==> config.mk <==
export PLATFORM = sky130hd
export DESIGN_NAME = dlc_top
export DESIGN_NICKNAME = d
export VERILOG_FILES = /design/src/rtl/dlc_pkg.sv /design/src/rtl/lc_event_if.sv /design/src/rtl/dlc_top.sv /design/src/rtl/dlc_event_encoder.sv /design/src/rtl/dlc_level_detector.sv /design/src/rtl/dlc_fifo.sv
export VERILOG_INCLUDE_DIRS = /design/src /design/src/include
export SDC_FILE = /design/constraint.sdc
export NUM_CORES = 1
export LEC_CHECK = 0
export ABC_AREA = 0
export ABC_CLOCK_PERIOD_IN_PS = 5250
export CAP_MARGIN = 20
export CORE_MARGIN = 3
export CORE_UTILIZATION = 25
export CTS_CLUSTER_SIZE = 8
export DETAILED_ROUTE_END_ITERATION = 7
export DONT_BUFFER_PORTS = 1
export SLEW_MARGIN = 20
export SYNTH_ARGS = -nofsm -noshare
export SYNTH_HDL_FRONTEND = slang
export SYNTH_HIERARCHICAL = 1
export SYNTH_SLANG_ARGS = --single-unit
==> constraint.sdc <==
create_clock -name clk_i -period 5.25 [get_ports clk_i]
set_clock_uncertainty 0.2 [all_clocks]
set_input_delay 0.525 -clock clk_i [delete_from_list [all_inputs] [get_ports clk_i]]
set_output_delay 0.525 -clock clk_i [all_outputs]
set_load 0.1 [all_outputs]
==> src/include/dlc_params.svh <==
// width and depth macros for the level-crossing encoder, included by the package and the RTL
`ifndef DLC_PARAMS_SVH
`define DLC_PARAMS_SVH

// sample, level, time counter and packet width
`define DLC_DATA_W 16

// shift amount and bit-count field width
`define DLC_SHIFT_W 4

// default depth of the input and output FIFOs
`define DLC_FIFO_DEPTH 4

`endif
==> src/rtl/dlc_pkg.sv <==
// shared types of the level-crossing encoder, imported by the interface and every RTL module
`default_nettype none

`include "dlc_params.svh"

package dlc_pkg;

  // raw input sample, signed
  typedef logic signed [`DLC_DATA_W-1:0] sample_t;

  // quantized level or level difference
  typedef logic signed [`DLC_DATA_W-1:0] level_t;

  // skip count / delta time, always positive
  typedef logic [`DLC_DATA_W-1:0] dtime_t;

  typedef logic [`DLC_DATA_W-1:0] packet_t;  // one encoded output word

  typedef logic [`DLC_SHIFT_W-1:0] shift_t;  // shift amount or field bit count

  // encoder FSM
  typedef enum logic [1:0] {
    ENC_RUN,         // normal event handling
    ENC_DLVL_SPLIT,  // emitting the rest of an oversized delta level
    ENC_DT_FILL      // emitting a filler for a saturated skip count
  } enc_state_t;

endpackage

`default_nettype wire

==> src/rtl/lc_event_if.sv <==
// detector-to-encoder event link, one registered sample with a take strobe
`timescale 1ns/1ps
`default_nettype none

interface lc_event_if import dlc_pkg::*; ();

  logic   valid;  // event register holds a sample
  logic   xing;   // sample crossed into a new level
  level_t dlvl;   // new level minus old level
  logic   take;   // encoder consumes the event this cycle

  // event producer
  modport detector (
    output valid, xing, dlvl,
    input  take
  );

  // event consumer
  modport encoder (
    input  valid, xing, dlvl,
    output take
  );

endinterface

`default_nettype wire

==> src/rtl/dlc_top.sv <==
// top level of the level-crossing encoder, chains input FIFO, detector, encoder and output FIFO
`timescale 1ns/1ps
`default_nettype none

`include "dlc_params.svh"

module dlc_top import dlc_pkg::*; (
  input  wire logic    clk_i,
  input  wire logic    rst_ni,
  // sample side
  input  wire logic    in_push_i,
  input  wire sample_t in_data_i,
  output logic         in_full_o,
  // packet side
  input  wire logic    out_pop_i,
  output packet_t      out_data_o,
  output logic         out_empty_o,
  // static config, hold while samples are in flight
  input  wire shift_t  lvl_shift_i,
  input  wire shift_t  dlvl_bits_i,
  input  wire shift_t  dt_bits_i,
  input  wire logic    twos_comp_i
);

  logic    in_empty;
  logic    in_pop;
  sample_t in_head;
  logic    out_full;
  logic    out_push;
  packet_t enc_data;

  lc_event_if ev_if ();

  dlc_fifo #(.DEPTH(`DLC_FIFO_DEPTH)) u_in_fifo (
    .clk_i   (clk_i),
    .rst_ni  (rst_ni),
    .push_i  (in_push_i),
    .data_i  (in_data_i),
    .full_o  (in_full_o),
    .pop_i   (in_pop),
    .data_o  (in_head),
    .empty_o (in_empty)
  );

  dlc_level_detector u_detector (
    .clk_i        (clk_i),
    .rst_ni       (rst_ni),
    .fifo_empty_i (in_empty),
    .fifo_data_i  (in_head),
    .fifo_pop_o   (in_pop),
    .lvl_shift_i  (lvl_shift_i),
    .ev           (ev_if.detector)
  );

  dlc_event_encoder u_encoder (
    .clk_i       (clk_i),
    .rst_ni      (rst_ni),
    .ev          (ev_if.encoder),
    .dlvl_bits_i (dlvl_bits_i),
    .dt_bits_i   (dt_bits_i),
    .twos_comp_i (twos_comp_i),
    .out_full_i  (out_full),
    .out_push_o  (out_push),
    .out_data_o  (enc_data)
  );

  // packets reuse the sample-wide FIFO
  dlc_fifo #(.DEPTH(`DLC_FIFO_DEPTH)) u_out_fifo (
    .clk_i   (clk_i),
    .rst_ni  (rst_ni),
    .push_i  (out_push),
    .data_i  (enc_data),
    .full_o  (out_full),
    .pop_i   (out_pop_i),
    .data_o  (out_data_o),
    .empty_o (out_empty_o)
  );

endmodule

`default_nettype wire

==> src/rtl/dlc_event_encoder.sv <==
// event encoder stage, turns crossings into dt/dlvl packets and handles dt and dlvl overflow
`timescale 1ns/1ps
`default_nettype none

`include "dlc_params.svh"

module dlc_event_encoder import dlc_pkg::*; (
  input  wire logic   clk_i,
  input  wire logic   rst_ni,
  lc_event_if.encoder ev,
  input  wire shift_t dlvl_bits_i,  // width of the delta-level field
  input  wire shift_t dt_bits_i,    // width of the delta-time field
  input  wire logic   twos_comp_i,  // 1 two's complement, 0 sign-magnitude
  input  wire logic   out_full_i,
  output logic        out_push_o,
  output packet_t     out_data_o
);

  localparam int unsigned MSB = `DLC_DATA_W - 1;

  enc_state_t state_q, state_d;
  dtime_t     skip_q, skip_d;  // samples since the last packet
  dtime_t     rem_q, rem_d;    // magnitude still to send in a split
  logic       dir_q, dir_d;    // sign kept across a split

  dtime_t     dlvl_mask;       // M
  dtime_t     dt_mask;         // T
  dtime_t     lim;             // L, largest magnitude per packet
  dtime_t     dlvl_abs;

  logic       have_pkt;
  dtime_t     pkt_dt;
  dtime_t     pkt_mag;
  logic       pkt_dir;         // 1 for a downward step
  level_t     pkt_delta;
  logic [`DLC_DATA_W:0] dt_dir;     // {dt, dir} for sign-magnitude
  logic [`DLC_DATA_W:0] dt_dir_sh;

  // field masks from bit counts
  assign dlvl_mask = ~({`DLC_DATA_W{1'b1}} << dlvl_bits_i);
  assign dt_mask   = ~({`DLC_DATA_W{1'b1}} << dt_bits_i);
  assign lim       = twos_comp_i ? (dlvl_mask >> 1) : dlvl_mask;  // sign bit eats one in TC

  assign dlvl_abs = ev.dlvl[MSB] ? dtime_t'(-ev.dlvl) : dtime_t'(ev.dlvl);

  always_comb begin
    state_d  = state_q;
    skip_d   = skip_q;
    rem_d    = rem_q;
    dir_d    = dir_q;
    have_pkt = 1'b0;
    pkt_dt   = '0;
    pkt_mag  = '0;
    pkt_dir  = 1'b0;
    ev.take  = 1'b0;
    unique case (state_q)
      ENC_RUN: begin
        if (ev.valid && !out_full_i) begin  // stall whole stage on full
          ev.take = 1'b1;
          if (ev.xing) begin
            have_pkt = 1'b1;
            pkt_dt   = skip_q;
            pkt_dir  = ev.dlvl[MSB];
            if (dlvl_abs <= lim) begin
              pkt_mag = dlvl_abs;
              skip_d  = dtime_t'(1);
            end else begin                  // too big, first chunk now
              pkt_mag = lim;
              rem_d   = dlvl_abs - lim;
              dir_d   = ev.dlvl[MSB];
              state_d = ENC_DLVL_SPLIT;
            end
          end else if (skip_q == dt_mask) begin
            state_d = ENC_DT_FILL;          // dt field saturated
          end else begin
            skip_d = skip_q + 1'b1;
          end
        end
      end
      ENC_DLVL_SPLIT: begin
        have_pkt = 1'b1;                    // dt stays 0 here
        pkt_dir  = dir_q;
        if (rem_q <= lim) begin             // last chunk
          pkt_mag = rem_q;
          if (!out_full_i) begin
            state_d = ENC_RUN;
            skip_d  = dtime_t'(1);
          end
        end else begin
          pkt_mag = lim;
          if (!out_full_i) rem_d = rem_q - lim;
        end
      end
      ENC_DT_FILL: begin
        have_pkt = 1'b1;
        pkt_dt   = dt_mask;                 // filler, delta 0
        if (!out_full_i) begin
          state_d = ENC_RUN;
          skip_d  = dtime_t'(1);
        end
      end
      default: state_d = ENC_RUN;
    endcase
  end

  // packing
  assign pkt_delta = pkt_dir ? -level_t'(pkt_mag) : level_t'(pkt_mag);
  assign dt_dir    = {pkt_dt, pkt_dir};
  assign dt_dir_sh = dt_dir << dlvl_bits_i;  // 17 bits, top bit dropped below

  always_comb begin
    if (twos_comp_i) begin
      out_data_o = packet_t'(pkt_dt << dlvl_bits_i) | (packet_t'(pkt_delta) & dlvl_mask);
    end else begin
      out_data_o = dt_dir_sh[`DLC_DATA_W-1:0] | (pkt_mag & dlvl_mask);
    end
  end

  assign out_push_o = have_pkt && !out_full_i;

  always_ff @(posedge clk_i or negedge rst_ni) begin
    if (!rst_ni) begin
      state_q <= ENC_RUN;
      skip_q  <= dtime_t'(1);  // first packet counts from 1
    end else begin
      state_q <= state_d;
      skip_q  <= skip_d;
    end
  end

  // split payload
  always_ff @(posedge clk_i) begin
    rem_q <= rem_d;
    dir_q <= dir_d;
  end

  // detector must hold an event until it is taken
  a_event_held: assert property (
    @(posedge clk_i) disable iff (!rst_ni)
    ev.valid && !ev.take |=> ev.valid && $stable(ev.dlvl) && $stable(ev.xing))
    else $error("dlc_event_encoder: pending event changed");

  // a split always has magnitude left to send
  a_split_rem: assert property (
    @(posedge clk_i) disable iff (!rst_ni) state_q == ENC_DLVL_SPLIT |-> rem_q != '0)
    else $error("dlc_event_encoder: empty split remainder");

endmodule

`default_nettype wire

==> src/rtl/dlc_level_detector.sv <==
// level detector stage, pops samples, quantizes them and registers one crossing event per sample
`timescale 1ns/1ps
`default_nettype none

`include "dlc_params.svh"

module dlc_level_detector import dlc_pkg::*; (
  input  wire logic    clk_i,
  input  wire logic    rst_ni,
  input  wire logic    fifo_empty_i,
  input  wire sample_t fifo_data_i,
  output logic         fifo_pop_o,
  input  wire shift_t  lvl_shift_i,
  lc_event_if.detector ev
);

  level_t cur_lvl_q;  // level of the last crossing
  level_t din_lvl;    // level of the head sample
  level_t dlvl;       // distance from the current level
  logic   valid_q;
  logic   xing_q;
  level_t dlvl_q;

  // quantize by arithmetic shift, window width is 2**lvl_shift_i
  assign din_lvl = fifo_data_i >>> lvl_shift_i;
  assign dlvl    = din_lvl - cur_lvl_q;

  // room when empty or the held event leaves this cycle
  assign fifo_pop_o = !fifo_empty_i && (!valid_q || ev.take);

  assign ev.valid = valid_q;
  assign ev.xing  = xing_q;
  assign ev.dlvl  = dlvl_q;

  always_ff @(posedge clk_i or negedge rst_ni) begin
    if (!rst_ni) begin
      valid_q   <= 1'b0;
      cur_lvl_q <= '0;
    end else begin
      if (fifo_pop_o) begin
        valid_q <= 1'b1;                            // reload, even on a take
        if (dlvl != '0) cur_lvl_q <= din_lvl;       // follow the crossing at once
      end else if (ev.take) begin
        valid_q <= 1'b0;
      end
    end
  end

  // event payload
  always_ff @(posedge clk_i) begin
    if (fifo_pop_o) begin
      xing_q <= (dlvl != '0);
      dlvl_q <= dlvl;
    end
  end

  // consumer may only take a held event
  a_take_held: assert property (
    @(posedge clk_i) disable iff (!rst_ni) ev.take |-> valid_q)
    else $error("dlc_level_detector: take without a held event");

endmodule

`default_nettype wire

==> src/rtl/dlc_fifo.sv <==
// synchronous FIFO with registered head, used for both the sample and the packet buffer
`timescale 1ns/1ps
`default_nettype none

`include "dlc_params.svh"

module dlc_fifo import dlc_pkg::*; #(
  parameter int unsigned DEPTH = `DLC_FIFO_DEPTH  // at least 2
) (
  input  wire logic    clk_i,
  input  wire logic    rst_ni,
  input  wire logic    push_i,
  input  wire sample_t data_i,
  output logic         full_o,
  input  wire logic    pop_i,
  output sample_t      data_o,
  output logic         empty_o
);

  localparam int unsigned PTR_W = $clog2(DEPTH);
  localparam int unsigned CNT_W = $clog2(DEPTH + 1);

  sample_t            mem [DEPTH];  // storage, no reset
  logic [PTR_W-1:0]   wr_ptr_q, rd_ptr_q;
  logic [CNT_W-1:0]   cnt_q;        // entries held

  assign full_o  = (cnt_q == CNT_W'(DEPTH));
  assign empty_o = (cnt_q == '0);
  assign data_o  = mem[rd_ptr_q];   // head visible the cycle after its push

  always_ff @(posedge clk_i) begin
    if (push_i) mem[wr_ptr_q] <= data_i;
  end

  always_ff @(posedge clk_i or negedge rst_ni) begin
    if (!rst_ni) begin
      wr_ptr_q <= '0;
      rd_ptr_q <= '0;
      cnt_q    <= '0;
    end else begin
      if (push_i) wr_ptr_q <= (wr_ptr_q == PTR_W'(DEPTH - 1)) ? '0 : wr_ptr_q + 1'b1;  // wrap
      if (pop_i) rd_ptr_q <= (rd_ptr_q == PTR_W'(DEPTH - 1)) ? '0 : rd_ptr_q + 1'b1;
      case ({push_i, pop_i})
        2'b10:   cnt_q <= cnt_q + 1'b1;
        2'b01:   cnt_q <= cnt_q - 1'b1;
        default: cnt_q <= cnt_q;  // both or neither, occupancy unchanged
      endcase
    end
  end

  // writer must honour full
  a_no_push_full: assert property (@(posedge clk_i) disable iff (!rst_ni) push_i |-> !full_o)
    else $error("dlc_fifo: push while full");

  // reader must honour empty
  a_no_pop_empty: assert property (@(posedge clk_i) disable iff (!rst_ni) pop_i |-> !empty_o)
    else $error("dlc_fifo: pop while empty");

endmodule

`default_nettype wire

==> impl_metrics.toml, run 1 <==
[drt]
detail_route.wirelength_um = 36900
via_per_inst = 5.00
wl_per_cell_um = 16.5
num_vias = 11200
drt_iter0_drc = 742
ant_nets = 0
drc = 0
first_pass_iters = 7

[placement]
pre_cts_slack_ns = -0.0214
portBuffers = 0
place_area_um2 = 15600
dp_hpwl_um = 26800
finalWeightedCongestion = 0.907

[final_layout]
fin_nets = 1556
layout-drive-gt1-share = 0.140
post-route-util = 0.298
diodes = 0
syn_to_final_growth_pct = 16.7
final_area_um2 = 17000

[yosys]
yosys.area.top_type = "edfxtp_1"
synth.most_common_cell = "edfxtp_1"
synth_nets = 1514
synthTopCellsByCount = "162 x edfxtp_1, 117 x a21oi_1, 103 x nand2_1"
synth_ff_type = "edfxtp_1"
avgSynthCellArea_um2 = 10.3
synthArstFlopShare = 0.232
synth_edf_count = 162
synth_area_leaders = "edfxtp_1 33%, dfrtp_1 8.3%, ha_1 5.6%"
synth-seq-cells = 211
synth.distinct_cells = 90
syn_inst = 1411
yosys.area.top_type_share = 0.335
synth_area_um2 = 14500
yosysSeqAreaShare = 0.420
yosysWarnings = 6

[floorplan]
dieArea_um2 = 61000
initial_utilization = 0.255
row_count = 87
fp.dieW_um = 247
io_pins = 51
die_h_um = 247
core_um2 = 56900

[sta]
maxSlewViolCount = 0
fmax_mhz = 200
worst_pin_slew_ns = 1.09
setup_violations = 0
postLayoutSetupSlackWorst_ns = 0.261
min_period_ns = 4.99
post-route-period-util = 0.950
fin_setup_tns_ns = 0
relSlewSlack = 0.276
hold_viol = 0

[clock_network]
clkSinkCount = 211
cts_buffer_depth = 3
clk_pin_slew_worst_paths_ns = 0.05
cts.htree.levels = 1
cts_tree = "built"
clk_latency_ns = 0.57
cts_made_buffers = 30
cts_root_buffer = "clkbuf_16"

[worst_setup_path]
crit_required_ns = 5.32
timing.rr.start = "u_detector/ev.dlvl[10]"
end_kind = "flip-flop"
regToRegSetupSlack_ns = 0.26
crit_arrival_ns = 5.06
startpoint = "u_detector/ev.dlvl[10]"
critPathKind = "reg -> reg"
rr_endpoint = "u_out_fifo/mem[1][12]"
crit_end = "u_out_fifo/mem[1][12]"
path_max_fanout = 6
crit_path_start_kind = "flip-flop"
rr_worst_depth = 18

[grt]
use_met1 = 0.154
antenna_found_initial = 1
use_met2 = 0.198
grt_usage = 0.118
grt.busiest_layer = "met2"
grt_pass1_wl_um = 58700
grt_max_degree = 50
grt_pass1_vias = 11000
grt_overflow = 0
met3_usage = 0.0234

[run]
cap_violations = 0

[status]
outcome = "completed"

[min_path]
hold_path_class = "in -> reg"
worst max-delay path, stage by stage, from the launching register on:
cell and delay (ns):
edfxtp_1 0.40, or4_4 0.57, or3_4 0.38, o21ai_1 0.17, xnor2_1 0.18, ha_1 0.32
and3_1 0.25, a21oi_2 0.17, a21oi_2 0.12, nor2_4 0.23, buf_4 0.16, o21ai_0 0.07
a22o_1 0.29, buf_4 0.17, nor4_4 0.32, buf_4 0.18, nand4_1 0.15, mux2i_1 0.20
nand3_1 0.15
kinds of logic (layout without fill, tap and decap cells):
logic type                 count (synthesis)  in the layout  synth area share
DFF                                      211            211             0.420
AOI/OAI and AO/OA                        401            401             0.178
xor gates and xnor gates                  58             58            0.0350
and+or+nand+nor                          378            379             0.132
muxes                                    126            126             0.124
adders and majority gates                 71             71            0.0636
buffers and inverters                    166            231            0.0482
cell usage in the layout (no fill, tap or decap), types with 20 or more instances in the layout:
cell type / count
nand3_1: 30
clkbuf_16: 30
ha_1: 63
mux2i_1: 63
inv_1: 76
xor2_1: 26
and2_1: 21
buf_4: 70
a21oi_1: 115
o21ai_0: 91
mux2_2: 22
xnor2_1: 29
nand2_1: 103
edfxtp_1: 162
dfrtp_1: 47
clkbuf_1: 24
nand2b_1: 22
nor3_1: 20
nor2_1: 98
repair_timing:
item	in CTS	in global routing
pin swaps	1	12
hold buffers	20	0
gates resized for setup	1	36
hold endpoints to repair	117	0
endpoints found under the setup margin	15	68
setup buffers	0	8
cloned	0	1
how the worst min path moves through the flow:
stage | from | to | slack [ns] | cells past startpoint
floorplan | rst_ni | u_detector/cur_lvl_q[0] | 0.03 | 0
global placement | rst_ni | u_out_fifo/rd_ptr_q[0] | 0.03 | 0
finish | in_push_i | u_in_fifo/wr_ptr_q[0] | 0.04 | 3
CTS | in_push_i | u_in_fifo/wr_ptr_q[0] | 0.02 | 3
global route | dlvl_bits_i[3] | u_out_fifo/mem[3][7] | 0.05 | 1
detailed placement | rst_ni | u_out_fifo/rd_ptr_q[1] | 0.03 | 0
flip-flops by register name, indices dropped and copies added, names as in the netlist, 3 cells and up:
signal / cells
u_detector/ev.dlvl: 16
u_detector/cur_lvl_q: 16
u_encoder/skip_q: 16
u_encoder/rem_q: 16
u_in_fifo/cnt_q: 3
u_in_fifo/mem: 64
u_out_fifo/cnt_q: 3
u_out_fifo/mem: 64
cell type report:
cell class	instances	area (um2)
clock buffer	55	855
multi-input combinational	1035	7920
sequential	211	6090
fill	5835	40000
clock inverter	1	16.3
inverter	82	308
timing repair buffer	93	811
tap	756	946
through the flow:
step	std cells	hold slack, ns
final	2233	0.0419
after global routing	2233	0.0542
after CTS	2224	0.0221
after detailed placement	2148	0.0319
after global placement	2148	0.0323
after floorplan	1411	0.0294
layer usage:
metal,vias up,wire length [um]
met5,-,15
met2,261,17300
met3,69,1920
met4,2,981
li1,5427,-
met1,5400,16700
Power of run 1 is left out: the tool's default activity adds up to more than one toggle a clock period on the data nets, which glitch-free logic cannot reach.
==> run 2, diff against run 1 <==
--- a/config.mk
+++ b/config.mk
@@ -14,6 +14,7 @@
 export CTS_CLUSTER_SIZE = 8
 export DETAILED_ROUTE_END_ITERATION = 7
 export DONT_BUFFER_PORTS = 1
+export GPL_TIMING_DRIVEN = 0
 export SLEW_MARGIN = 20
 export SYNTH_ARGS = -nofsm -noshare
 export SYNTH_HDL_FRONTEND = slang
==> impl_metrics.toml, run 2 (synthesis results as in run 1) <==
[status]
outcome = "completed"

[worst_setup_path]
rr_endpoint = "u_out_fifo/mem[2][14]"
rr_worst_depth = 19
startpoint = "u_detector/ev.dlvl[8]"
path_cells = "or4_4 > or3_4 > o31ai_4 > xnor2_2 > ha_4 > buf_4 > nand3_1 > nand2_2 > a21oi_4 > a21oi_4 > nor2_4 > buf_6 > buf_12 > mux2i_1 > o22ai_2 > nor4_4 > nand3_1 > or4_1 > nand4_1"
crit_path_start_kind = "flip-flop"
critPathKind = "reg -> reg"
path_max_fanout = 10
timing.rr.start = "u_detector/ev.dlvl[8]"
end_kind = "flip-flop"
slowest_stage = "or4_4"
slowest_delay_ns = 0.57
crit_required_ns = 5.44
crit_arrival_ns = 5.34
regToRegSetupSlack_ns = 0.1

[grt]
grt_overflow = 0
grt_max_degree = 50
antenna_found_initial = 0
grt_pass1_wl_um = 62400
grt_pass1_vias = 11200
grt_usage = 0.126

[min_path]
hold_path_class = "in -> reg"
whs_path_depth = 3
min_to = "u_in_fifo/wr_ptr_q[0]"
min_from = "in_push_i"

[final_layout]
mostFrequentLayoutCells = "162 x edfxtp_1, 113 x a21oi_1, 100 x nand2_1"
mostFrequentLayoutCell = "edfxtp_1"
diodes = 0
post-route-util = 0.302
largestRegisters = "u_in_fifo/mem: 64 flops, u_out_fifo/mem: 64 flops"
layout-drive-gt1-share = 0.139
syn_to_final_growth_pct = 18.4
fin_nets = 1592

[floorplan]
initial_utilization = 0.255
row_count = 87
die_h_um = 247
core_um2 = 56900
fp.dieW_um = 247
dieArea_um2 = 61000
io_pins = 51

[sta]
worst_pin_slew_ns = 1.09
min_period_ns = 5.15
hold_viol = 0
rsz0062_at_grt = "true"
fin_setup_tns_ns = 0
maxSlewViolCount = 0
post-route-period-util = 0.982
relSlewSlack = 0.276
setup_violations = 0
fmax_mhz = 194

[drt]
num_vias = 11600
via_per_inst = 5.10
detail_route.wirelength_um = 39500
ant_nets = 0
drt_iter0_drc = 756
wl_per_cell_um = 17.4
drc = 0
first_pass_iters = 6

[placement]
dp_hpwl_um = 28900
finalWeightedCongestion = 0.922
portBuffers = 0

[clock_network]
clkSinkCount = 211
clk_latency_ns = 0.57
clk_pin_slew_worst_paths_ns = 0.05
cts_buffer_depth = 3
cts_root_buffer = "clkbuf_16"
cts.htree.levels = 1
cts_tree = "built"
cts_made_buffers = 30

[run]
cap_violations = 0
run 2: what timing repair did:
action / 4_1_cts / 5_1_grt
hold buffers: 20 / 0
resized for setup: 16 / 76
pin swaps: 6 / 25
gates cloned: 0 / 0
setup buffers: 6 / 21
setup endpoints to repair: 82 / 84
endpoints found under the hold margin: 117 / 0
run 2: worst max path at each step:
stage / endpoint / slack [ns] / cells after the start
6_report: u_out_fifo/mem[2][14] / 0.1 / 19
2_1_floorplan: u_encoder/rem_q[0] / 0.12 / 14
5_1_grt: u_encoder/skip_q[8] / -0.07 / 17
3_3_place_gp: u_encoder/rem_q[13] / -1.67 / 14
4_1_cts: u_out_fifo/mem[3][4] / 0.001 / 18
3_5_place_dp: u_out_fifo/mem[0][4] / -0.81 / 19
run 2: cell type report:
| class | count | area, um2 |
|---|---|---|
| timing repair buffer | 50 | 458 |
| inverter | 82 | 312 |
| buffer | 80 | 394 |
| clock buffer | 54 | 851 |
| clock inverter | 2 | 35.0 |
| tap | 756 | 946 |
| multi-input combinational | 1034 | 8110 |
| fill | 5842 | 39700 |
| sequential | 211 | 6090 |
run 2: per-stage QoR:
stage	cells	hold slack [ns]	worst slack, ns	cell area [um2]
after floorplan	1411	0.0294	0.120	14500
after global placement	2167	0.0329	-1.67	15500
after detailed placement	2169	0.0334	-0.810	15500
after CTS	2248	0.0156	0.000984	16700
after global routing	2269	0.0471	-0.0655	17200
final	2269	0.0345	0.0951	17200
run 2: worst max-delay path: cells and delay by family, from the launching register on:
family                   cells  cell delay, ns
AO/OA/AOI/OAI                4            0.71
AND/OR/NAND/NOR              9            2.48
buffers and inverters        3            0.41
adder cells (fa/ha/maj)      1            0.27
XOR/XNOR                     1            0.20
flip-flops                   1            0.44
multiplexers                 1            0.26
run 2: metal layers:
metal,vias up,GRT usage,wire [um]
met5,-,0,0
met4,0,0.0323,868
met3,75,0.0224,2550
met2,389,0.214,18600
met1,5603,0.166,17500
li1,5499,-,-
Power of run 2 is left out for the same reason.
